[src/common/isa_pkg.sv]
package isa_pkg;

    // major opcodes used by this core.
    localparam logic [6:0] op_imm    = 7'b0010011;
    localparam logic [6:0] op_lui    = 7'b0110111;
    localparam logic [6:0] op_auipc  = 7'b0010111;
    localparam logic [6:0] op_system = 7'b1110011;

    // funct3 values.
    localparam logic [2:0] f3_addi = 3'b000;
    localparam logic [2:0] f3_priv = 3'b000;

    // imm12 field of ebreak, which tells it apart from ecall.
    localparam logic [11:0] ebreak_imm = 12'h001;

    // one instruction word, seen as either I-type or U-type.
    typedef union packed {
        struct packed {
            logic [11:0] imm12;
            logic [4:0]  rs1;
            logic [2:0]  funct3;
            logic [4:0]  rd;
            logic [6:0]  opcode;
        } i_view;
        struct packed {
            logic [19:0] imm20;
            logic [4:0]  rd;
            logic [6:0]  opcode;
        } u_view;
    } inst_t;

endpackage

[src/common/core_pkg.sv]
package core_pkg;

    // datapath widths.
    localparam int xlen           = 32;
    localparam int reg_addr_width = 5;
    localparam int cmd_width      = 4;

    // execute commands carried from decode to execute.
    // no write-back.
    localparam logic [cmd_width-1:0] cmd_nop  = 4'd0;
    // write src1 plus src2.
    localparam logic [cmd_width-1:0] cmd_add  = 4'd1;
    // write src1 unchanged.
    localparam logic [cmd_width-1:0] cmd_equ  = 4'd2;
    // stop the core.
    localparam logic [cmd_width-1:0] cmd_halt = 4'd3;

    // first fetch address out of reset.
    localparam logic [xlen-1:0] reset_pc = 32'h8000_0000;

endpackage
[src/common/regread_if.sv]
`timescale 1ns/1ps

interface regread_if;

    // read addresses from the decoder.
    logic [core_pkg::reg_addr_width-1:0] raddr1;
    logic [core_pkg::reg_addr_width-1:0] raddr2;
    // read data, combinational from the register file.
    logic [core_pkg::xlen-1:0]           rdata1;
    logic [core_pkg::xlen-1:0]           rdata2;

    modport idu_side (
        output raddr1,
        output raddr2,
        input  rdata1,
        input  rdata2
    );

    modport gpr_side (
        input  raddr1,
        input  raddr2,
        output rdata1,
        output rdata2
    );

endinterface

[src/common/exu_cmd_if.sv]
`timescale 1ns/1ps

interface exu_cmd_if;

    // decoded operands.
    logic [core_pkg::xlen-1:0]           src1;
    logic [core_pkg::xlen-1:0]           src2;
    // destination register, 0 means no write.
    logic [core_pkg::reg_addr_width-1:0] des;
    logic [core_pkg::cmd_width-1:0]      command;

    modport idu_side (
        output src1,
        output src2,
        output des,
        output command
    );

    modport exu_side (
        input src1,
        input src2,
        input des,
        input command
    );

endinterface

[src/source/rv_core.sv]
`timescale 1ns/1ps

module rv_core (
    input  logic                                clk,
    input  logic                                rst,
    input  logic [core_pkg::xlen-1:0]           inst,
    output logic [core_pkg::xlen-1:0]           pc,
    output logic                                wb_en,
    output logic [core_pkg::reg_addr_width-1:0] wb_addr,
    output logic [core_pkg::xlen-1:0]           wb_data,
    output logic                                halt
);

    // decode to execute.
    exu_cmd_if cmd_bus ();
    // decode to register file.
    regread_if rf_bus ();

    ifu u_ifu (
        .clk  (clk),
        .rst  (rst),
        .halt (halt),
        .pc   (pc)
    );

    idu u_idu (
        .inst (inst),
        .pc   (pc),
        .rf   (rf_bus.idu_side),
        .cmd  (cmd_bus.idu_side)
    );

    // write port is fed straight from the execute unit.
    gpr u_gpr (
        .clk   (clk),
        .rst   (rst),
        .rd    (rf_bus.gpr_side),
        .wen   (wb_en),
        .waddr (wb_addr),
        .wdata (wb_data)
    );

    exu u_exu (
        .clk     (clk),
        .rst     (rst),
        .cmd     (cmd_bus.exu_side),
        .wb_en   (wb_en),
        .wb_addr (wb_addr),
        .wb_data (wb_data),
        .halt    (halt)
    );

endmodule

[src/source/exu.sv]
`timescale 1ns/1ps

module exu (
    input  logic                                clk,
    input  logic                                rst,
    exu_cmd_if.exu_side                         cmd,
    output logic                                wb_en,
    output logic [core_pkg::reg_addr_width-1:0] wb_addr,
    output logic [core_pkg::xlen-1:0]           wb_data,
    output logic                                halt
);

    logic                      halt_q;
    logic                      writes;
    logic [core_pkg::xlen-1:0] result;

    always_comb begin
        writes = 1'b0;
        result = '0;
        case (cmd.command)
            core_pkg::cmd_add: begin
                writes = 1'b1;
                result = cmd.src1 + cmd.src2;
            end
            core_pkg::cmd_equ: begin
                writes = 1'b1;
                result = cmd.src1;
            end
            default: begin
                writes = 1'b0;
                result = '0;
            end
        endcase
    end

    // write-back, committed by the register file at the next edge.
    assign wb_en   = writes && (cmd.des != 5'd0) && !halt_q;
    assign wb_addr = cmd.des;
    assign wb_data = result;

    // sticky until reset.
    always_ff @(posedge clk) begin
        if (rst) begin
            halt_q <= 1'b0;
        end else if (cmd.command == core_pkg::cmd_halt) begin
            halt_q <= 1'b1;
        end
    end

    assign halt = halt_q;

endmodule

[src/source/gpr.sv]
`timescale 1ns/1ps

module gpr (
    input  logic                                clk,
    input  logic                                rst,
    regread_if.gpr_side                         rd,
    input  logic                                wen,
    input  logic [core_pkg::reg_addr_width-1:0] waddr,
    input  logic [core_pkg::xlen-1:0]           wdata
);

    logic [core_pkg::xlen-1:0] regs [0:31];

    // combinational reads, x0 reads zero.
    always_comb begin
        if (rd.raddr1 == 5'd0) begin
            rd.rdata1 = '0;
        end else begin
            rd.rdata1 = regs[rd.raddr1];
        end
    end

    always_comb begin
        if (rd.raddr2 == 5'd0) begin
            rd.rdata2 = '0;
        end else begin
            rd.rdata2 = regs[rd.raddr2];
        end
    end

    // single write port, writes to x0 dropped.
    always_ff @(posedge clk) begin
        if (rst) begin
            for (int i = 0; i < 32; i++) begin
                regs[i] <= '0;
            end
        end else if (wen && (waddr != 5'd0)) begin
            regs[waddr] <= wdata;
        end
    end

endmodule

[src/idu/idu.sv]
`timescale 1ns/1ps

module idu (
    input  isa_pkg::inst_t            inst,
    input  logic [core_pkg::xlen-1:0] pc,
    regread_if.idu_side               rf,
    exu_cmd_if.idu_side               cmd
);

    logic is_addi;
    logic is_lui;
    logic is_auipc;
    logic is_ebreak;

    logic rs1_en;
    logic rd_en;

    logic [core_pkg::xlen-1:0] imm_i;
    logic [core_pkg::xlen-1:0] imm_u;
    logic [core_pkg::xlen-1:0] imm;

    // instruction class.
    assign is_addi  = (inst.i_view.opcode == isa_pkg::op_imm) &&
                      (inst.i_view.funct3 == isa_pkg::f3_addi);
    assign is_lui   = (inst.u_view.opcode == isa_pkg::op_lui);
    assign is_auipc = (inst.u_view.opcode == isa_pkg::op_auipc);

    // only the exact ebreak word halts; ecall and csr ops fall to nop.
    assign is_ebreak = (inst.i_view.opcode == isa_pkg::op_system) &&
                       (inst.i_view.funct3 == isa_pkg::f3_priv) &&
                       (inst.i_view.imm12 == isa_pkg::ebreak_imm) &&
                       (inst.i_view.rs1 == 5'd0) &&
                       (inst.i_view.rd == 5'd0);

    // immediates.
    assign imm_i = {{20{inst.i_view.imm12[11]}}, inst.i_view.imm12};
    assign imm_u = {inst.u_view.imm20, 12'h000};

    always_comb begin
        if (is_addi) begin
            imm = imm_i;
        end else if (is_lui || is_auipc) begin
            imm = imm_u;
        end else begin
            imm = '0;
        end
    end

    // register enables.
    assign rs1_en = is_addi;
    assign rd_en  = is_addi || is_lui || is_auipc;

    assign rf.raddr1 = rs1_en ? inst.i_view.rs1 : 5'd0;
    // no supported instruction reads rs2.
    assign rf.raddr2 = 5'd0;
    // rd sits in the same bits for both views.
    assign cmd.des   = rd_en ? inst.i_view.rd : 5'd0;

    // operand and command selection.
    always_comb begin
        cmd.src1    = '0;
        cmd.src2    = '0;
        cmd.command = core_pkg::cmd_nop;
        if (is_addi) begin
            cmd.src1    = imm;
            cmd.src2    = rf.rdata1;
            cmd.command = core_pkg::cmd_add;
        end else if (is_lui) begin
            cmd.src1    = imm;
            cmd.command = core_pkg::cmd_equ;
        end else if (is_auipc) begin
            cmd.src1    = pc;
            cmd.src2    = imm;
            cmd.command = core_pkg::cmd_add;
        end else if (is_ebreak) begin
            cmd.command = core_pkg::cmd_halt;
        end
    end

endmodule

[src/source/ifu.sv]
`timescale 1ns/1ps

module ifu (
    input  logic                      clk,
    input  logic                      rst,
    input  logic                      halt,
    output logic [core_pkg::xlen-1:0] pc
);

    logic [core_pkg::xlen-1:0] pc_q;
    logic [core_pkg::xlen-1:0] pc_next;

    // sequential fetch only, no branches or jumps.
    always_comb begin
        if (halt) begin
            pc_next = pc_q;
        end else begin
            pc_next = pc_q + 32'd4;
        end
    end

    // pc moves on the rising edge only.
    always_ff @(posedge clk) begin
        if (rst) begin
            pc_q <= core_pkg::reset_pc;
        end else begin
            pc_q <= pc_next;
        end
    end

    assign pc = pc_q;

endmodule

[config.mk]
export PLATFORM = sky130hd
export DESIGN_NAME = rv_core
export DESIGN_NICKNAME = d
export VERILOG_FILES = /design/src/common/isa_pkg.sv /design/src/common/core_pkg.sv /design/src/common/regread_if.sv /design/src/common/exu_cmd_if.sv /design/src/source/rv_core.sv /design/src/source/exu.sv /design/src/source/gpr.sv /design/src/idu/idu.sv /design/src/source/ifu.sv
export SDC_FILE = /design/constraint.sdc
export NUM_CORES = 2
export LEC_CHECK = 0
export CAP_MARGIN = 30
export CORE_MARGIN = 8
export CORE_UTILIZATION = 50
export CTS_BUF_LIST = sky130_fd_sc_hd__clkbuf_4
export DETAILED_ROUTE_END_ITERATION = 6
export DONT_BUFFER_PORTS = 1
export GPL_TIMING_DRIVEN = 0
export HOLD_SLACK_MARGIN = 0.15
export PLACE_DENSITY_LB_ADDON = 0.15
export SETUP_SLACK_MARGIN = 0.02
export SKIP_CTS_REPAIR_TIMING = 1
export SLEW_MARGIN = 20
export SYNTH_ARGS = -nofsm -noshare
export SYNTH_HDL_FRONTEND = slang
export SYNTH_SLANG_ARGS = --single-unit
export TNS_END_PERCENT = 10
[constraint.sdc]
create_clock -name clk -period 6 [get_ports clk]
set_clock_uncertainty 0.2 [all_clocks]
set_input_delay 0 -clock clk [delete_from_list [all_inputs] [get_ports clk]]
set_output_delay 0 -clock clk [all_outputs]
set_load 0.1 [all_outputs]
==> results.yml <==
route:
  drtPass1Iterations: 7
  dr.first_iter.drc_count: 7124
  wirelength_met1_um: 77220
  route.met3.wl_um: 32750
  top_layer_used: "met5"
  wl_per_cell_um: 31.38
  routed_wl_um: 213300
  avgViaCountPerCell: 6.370
  num_vias: 43302
  drc: 3
  wl_met2_um: 87280
  ant_nets: 0
global_route:
  grt_pass1_wl_um: 283800
  track_usage_pct: 36.83
  grt_pass1_vias: 39271
  grt_overflow: 0
  antenna_found_initial: 9
  grt_max_degree: 28
final_layout:
  drive_gt1_share_pct: 21.88
  final_nets: 5395
  area_growth_pct: 25.08
  instances_no_fill: 6798
floorplan:
  start_util_pct: 50.31
  core-area_mm2: 0.09799
  die_width_um: 330.0
  ios: 105
  die-area_mm2: 0.1089
  die_h_um: 330.0
  fp-row-count: 115
clock_network:
  clk_latency_ps: 1280
  numCtsBuffers: 297
  clkTransAtPathRegs_ps: 50
  clock_path_buffers: 4
  cts_tree: "built"
  clock-sinks: 1055
  htreeDepth: 5
  cts_root_buffer: "clkbuf_4"
synthesis:
  synth-seq-cells: 1055
  synth_area_leaders: "edfxtp_1 (62%), nor2_1 (8.2%), nand2_1 (5.4%)"
  synth-seq-area-share_pct: 63.64
  synth_edf_count: 1024
  ys_warn_count: 0
  yosysTopAreaCell: "edfxtp_1"
  synth_top_area_share_pct: 62.38
  synth-async-reset-ratio_pct: 0
  synth_cell_types: 72
  postSynthAreaPerCell_um2: 10.43
  syn_area_mm2: 0.04930
  synth_top_flop_cell: "edfxtp_1"
  syn_inst: 4728
job:
  cap_violations: 0
timing:
  fin_tns_setup_ps: -1980
  period_needed_ps: 6303
  maxSlewHeadroom_pct: 11.25
  setup_viol: 14
  min_period_over_period_pct: 105.1
  worst_pin_slew_ps: 1331
  slew_viol_final: 0
  rsz0062_at_grt: "yes"
  fmax_mhz: 158.7
  finalHoldViolCount: 0
  fin_ws_ps: -303.1
pwr:
  peakVddDrop_v: 0.0001561
  power_mw: 15.60
  powerDensity_mw_per_mm2: 252.9
  cellLeakagePower_nw: 21.17
placement:
  dp_hpwl_um: 148400
  numPortBuffers: 0
  dp.cells: 6171
  gp_congestion: 1.056
setup_path:
  required_ps: 5800
  crit_arrival_ps: 6100
  start_kind: "input pin"
  cp-end-kind: "output pin"
  worst-setup-path-type: "input pin to output pin"
  crit_fanout: 11
run_status:
  violations: "DRC, setup timing"
  outcome: "finished, violations left"
worst_hold_path:
  worst_hold_path_type: "input pin to register"
[kinds of logic (layout without fill, tap and decap cells)]
logic type               count (synthesis)  after routing  synth area share [%]
AO/OA/AOI/OAI                          861            861                 11.47
other                                    1             51              0.007607
multiplexers                            30             30                0.7031
adder cells (fa/ha/maj)                 36             36                0.9290
XOR/XNOR                                46             46                0.8173
buffers and inverters                  505           1237                 3.909
flip-flops                            1055           1055                 63.64
AND/OR/NAND/NOR                       2194           2195                 18.53
[metrics by stage]
| stage | utilization [%] | area, um^2 | hold slack, ps | worst slack [ps] |
|---|---|---|---|---|
| finish | 62.93 | 61660 | 177.9 | -303.1 |
| global route | 62.92 | 61650 | 133.8 | -347.5 |
| CTS | 58.14 | 56970 | -920.1 | -4202 |
| detailed placement | 54.64 | 53540 | 165.8 | -4157 |
| global placement | 52.10 | 51050 | 206.1 | -5742 |
| floorplan | - | 49440 | 159.9 | -123.2 |
[path summary, 6_finish.rpt]
kind / startpoint / slack, ps / to / cells after the start
worst max-delay path: inst[2] / -300 / wb_data[18] / 24
worst min-delay path: inst[5] / 180 / u_gpr.regs[5][25]$_SDFFCE_PN0P_ / 8
worst max register to register: u_gpr.regs[18][31]$_SDFFCE_PN0P_ / 160 / u_gpr.regs[25][31]$_SDFFCE_PN0P_ / 14
worst min register to register: u_ifu.pc[26]$_SDFFE_PP0N_ / 370 / u_ifu.pc[26]$_SDFFE_PP0N_ / 2
[cell type report]
type | count | area, um^2
buffer | 433 | 2535
timing repair buffer | 276 | 3943
multi-input combinational | 3202 | 18420
clock inverter | 33 | 161.4
tap | 1287 | 1610
sequential | 1055 | 31370
inverter | 60 | 314.1
antenna | 17 | 42.54
clock buffer | 435 | 3266
fill | 7970 | 36330
[critical path: stages]
cell        delay [ps]
or4_4              510
buf_6              140
nor4_4             270
buf_6              210
buf_12             170
nand2_8            160
buf_6              220
and3_1             200
a31oi_4            260
o21ai_1            180
a211o_1            400
a21oi_2            220
ha_4               250
a21oi_1            200
o21ai_0            170
a221o_1            440
buf_4              180
o21ai_2            280
o21ai_0            170
xnor2_1            180
a22oi_1            210
or2_4              320
buf_6              240
clkinvlp_4         450
[layout by cell type (no fill, tap or decap), drive strengths merged, types with 12 or more instances in the layout]
master       Yosys  layout
o21ai          111     111
nand2          715     716
a32oi           23      23
a311oi          15      15
xnor2           26      26
ha              35      35
buf             46     308
a31oi          202     202
a21oi          160     160
conb             1      34
clkinv           2      27
xor2            20      20
a211o           25      25
a221oi          15      15
clkbuf         399     760
nor2          1078    1078
inv             58      42
dlygate4sd3      0      76
clkinvlp         0      23
a211oi         172     172
a21o            16      16
mux2i           20      20
diode            0      17
dfxtp           31      31
nand2b          36      36
edfxtp        1024    1024
nor2b          134     134
o22ai           43      43
o22a            19      19
and2            12      12
nand3          123     123
and3            27      27
[registers in the layout, indices dropped and copies added (netlist names)]
name	flops
u_exu.halt	1
u_gpr.regs	1024
u_ifu.pc	30
[layer usage]
metal,global-route usage [%],up-vias
met4,23.13,4
met3,12.95,752
met5,0,-
li1,-,18027
met2,51.15,3583
met1,49.01,20936
[power by group]
part / total (mW) / switching, mW / internal (mW)
Combinational: 0.844 / 0.595 / 0.250
Sequential: 8.37 / 0.0776 / 8.29
Clock: 6.38 / 3.07 / 3.32
[synth_stat cells (4+ instances only)]
cell and number:
nor2_1 1078, edfxtp_1 1024, nand2_1 715, clkbuf_1 399
a31oi_1 202, a211oi_1 171, a21oi_1 160, nor2b_1 134
nand3_1 122, o21ai_0 109, inv_1 57, o22ai_1 43
nand2b_1 36, ha_1 35, dfxtp_1 31, and3_1 27
xnor2_1 26, a211o_1 25, buf_1 25, a32oi_1 23
mux2i_1 20, xor2_1 20, buf_2 19, o22a_1 19
a21o_1 16, a221oi_1 15, a311oi_1 15, a22oi_1 11
and2_1 11, or3_1 11, a22o_1 10, nor4_1 10
or2_2 10, nor3_1 9, o211ai_1 9, mux2_2 7
nand4_1 7, o21a_1 6, nor3b_1 5, and4_1 4
o21bai_1 4
No activity file was read; power rests on OpenSTA's default activity.
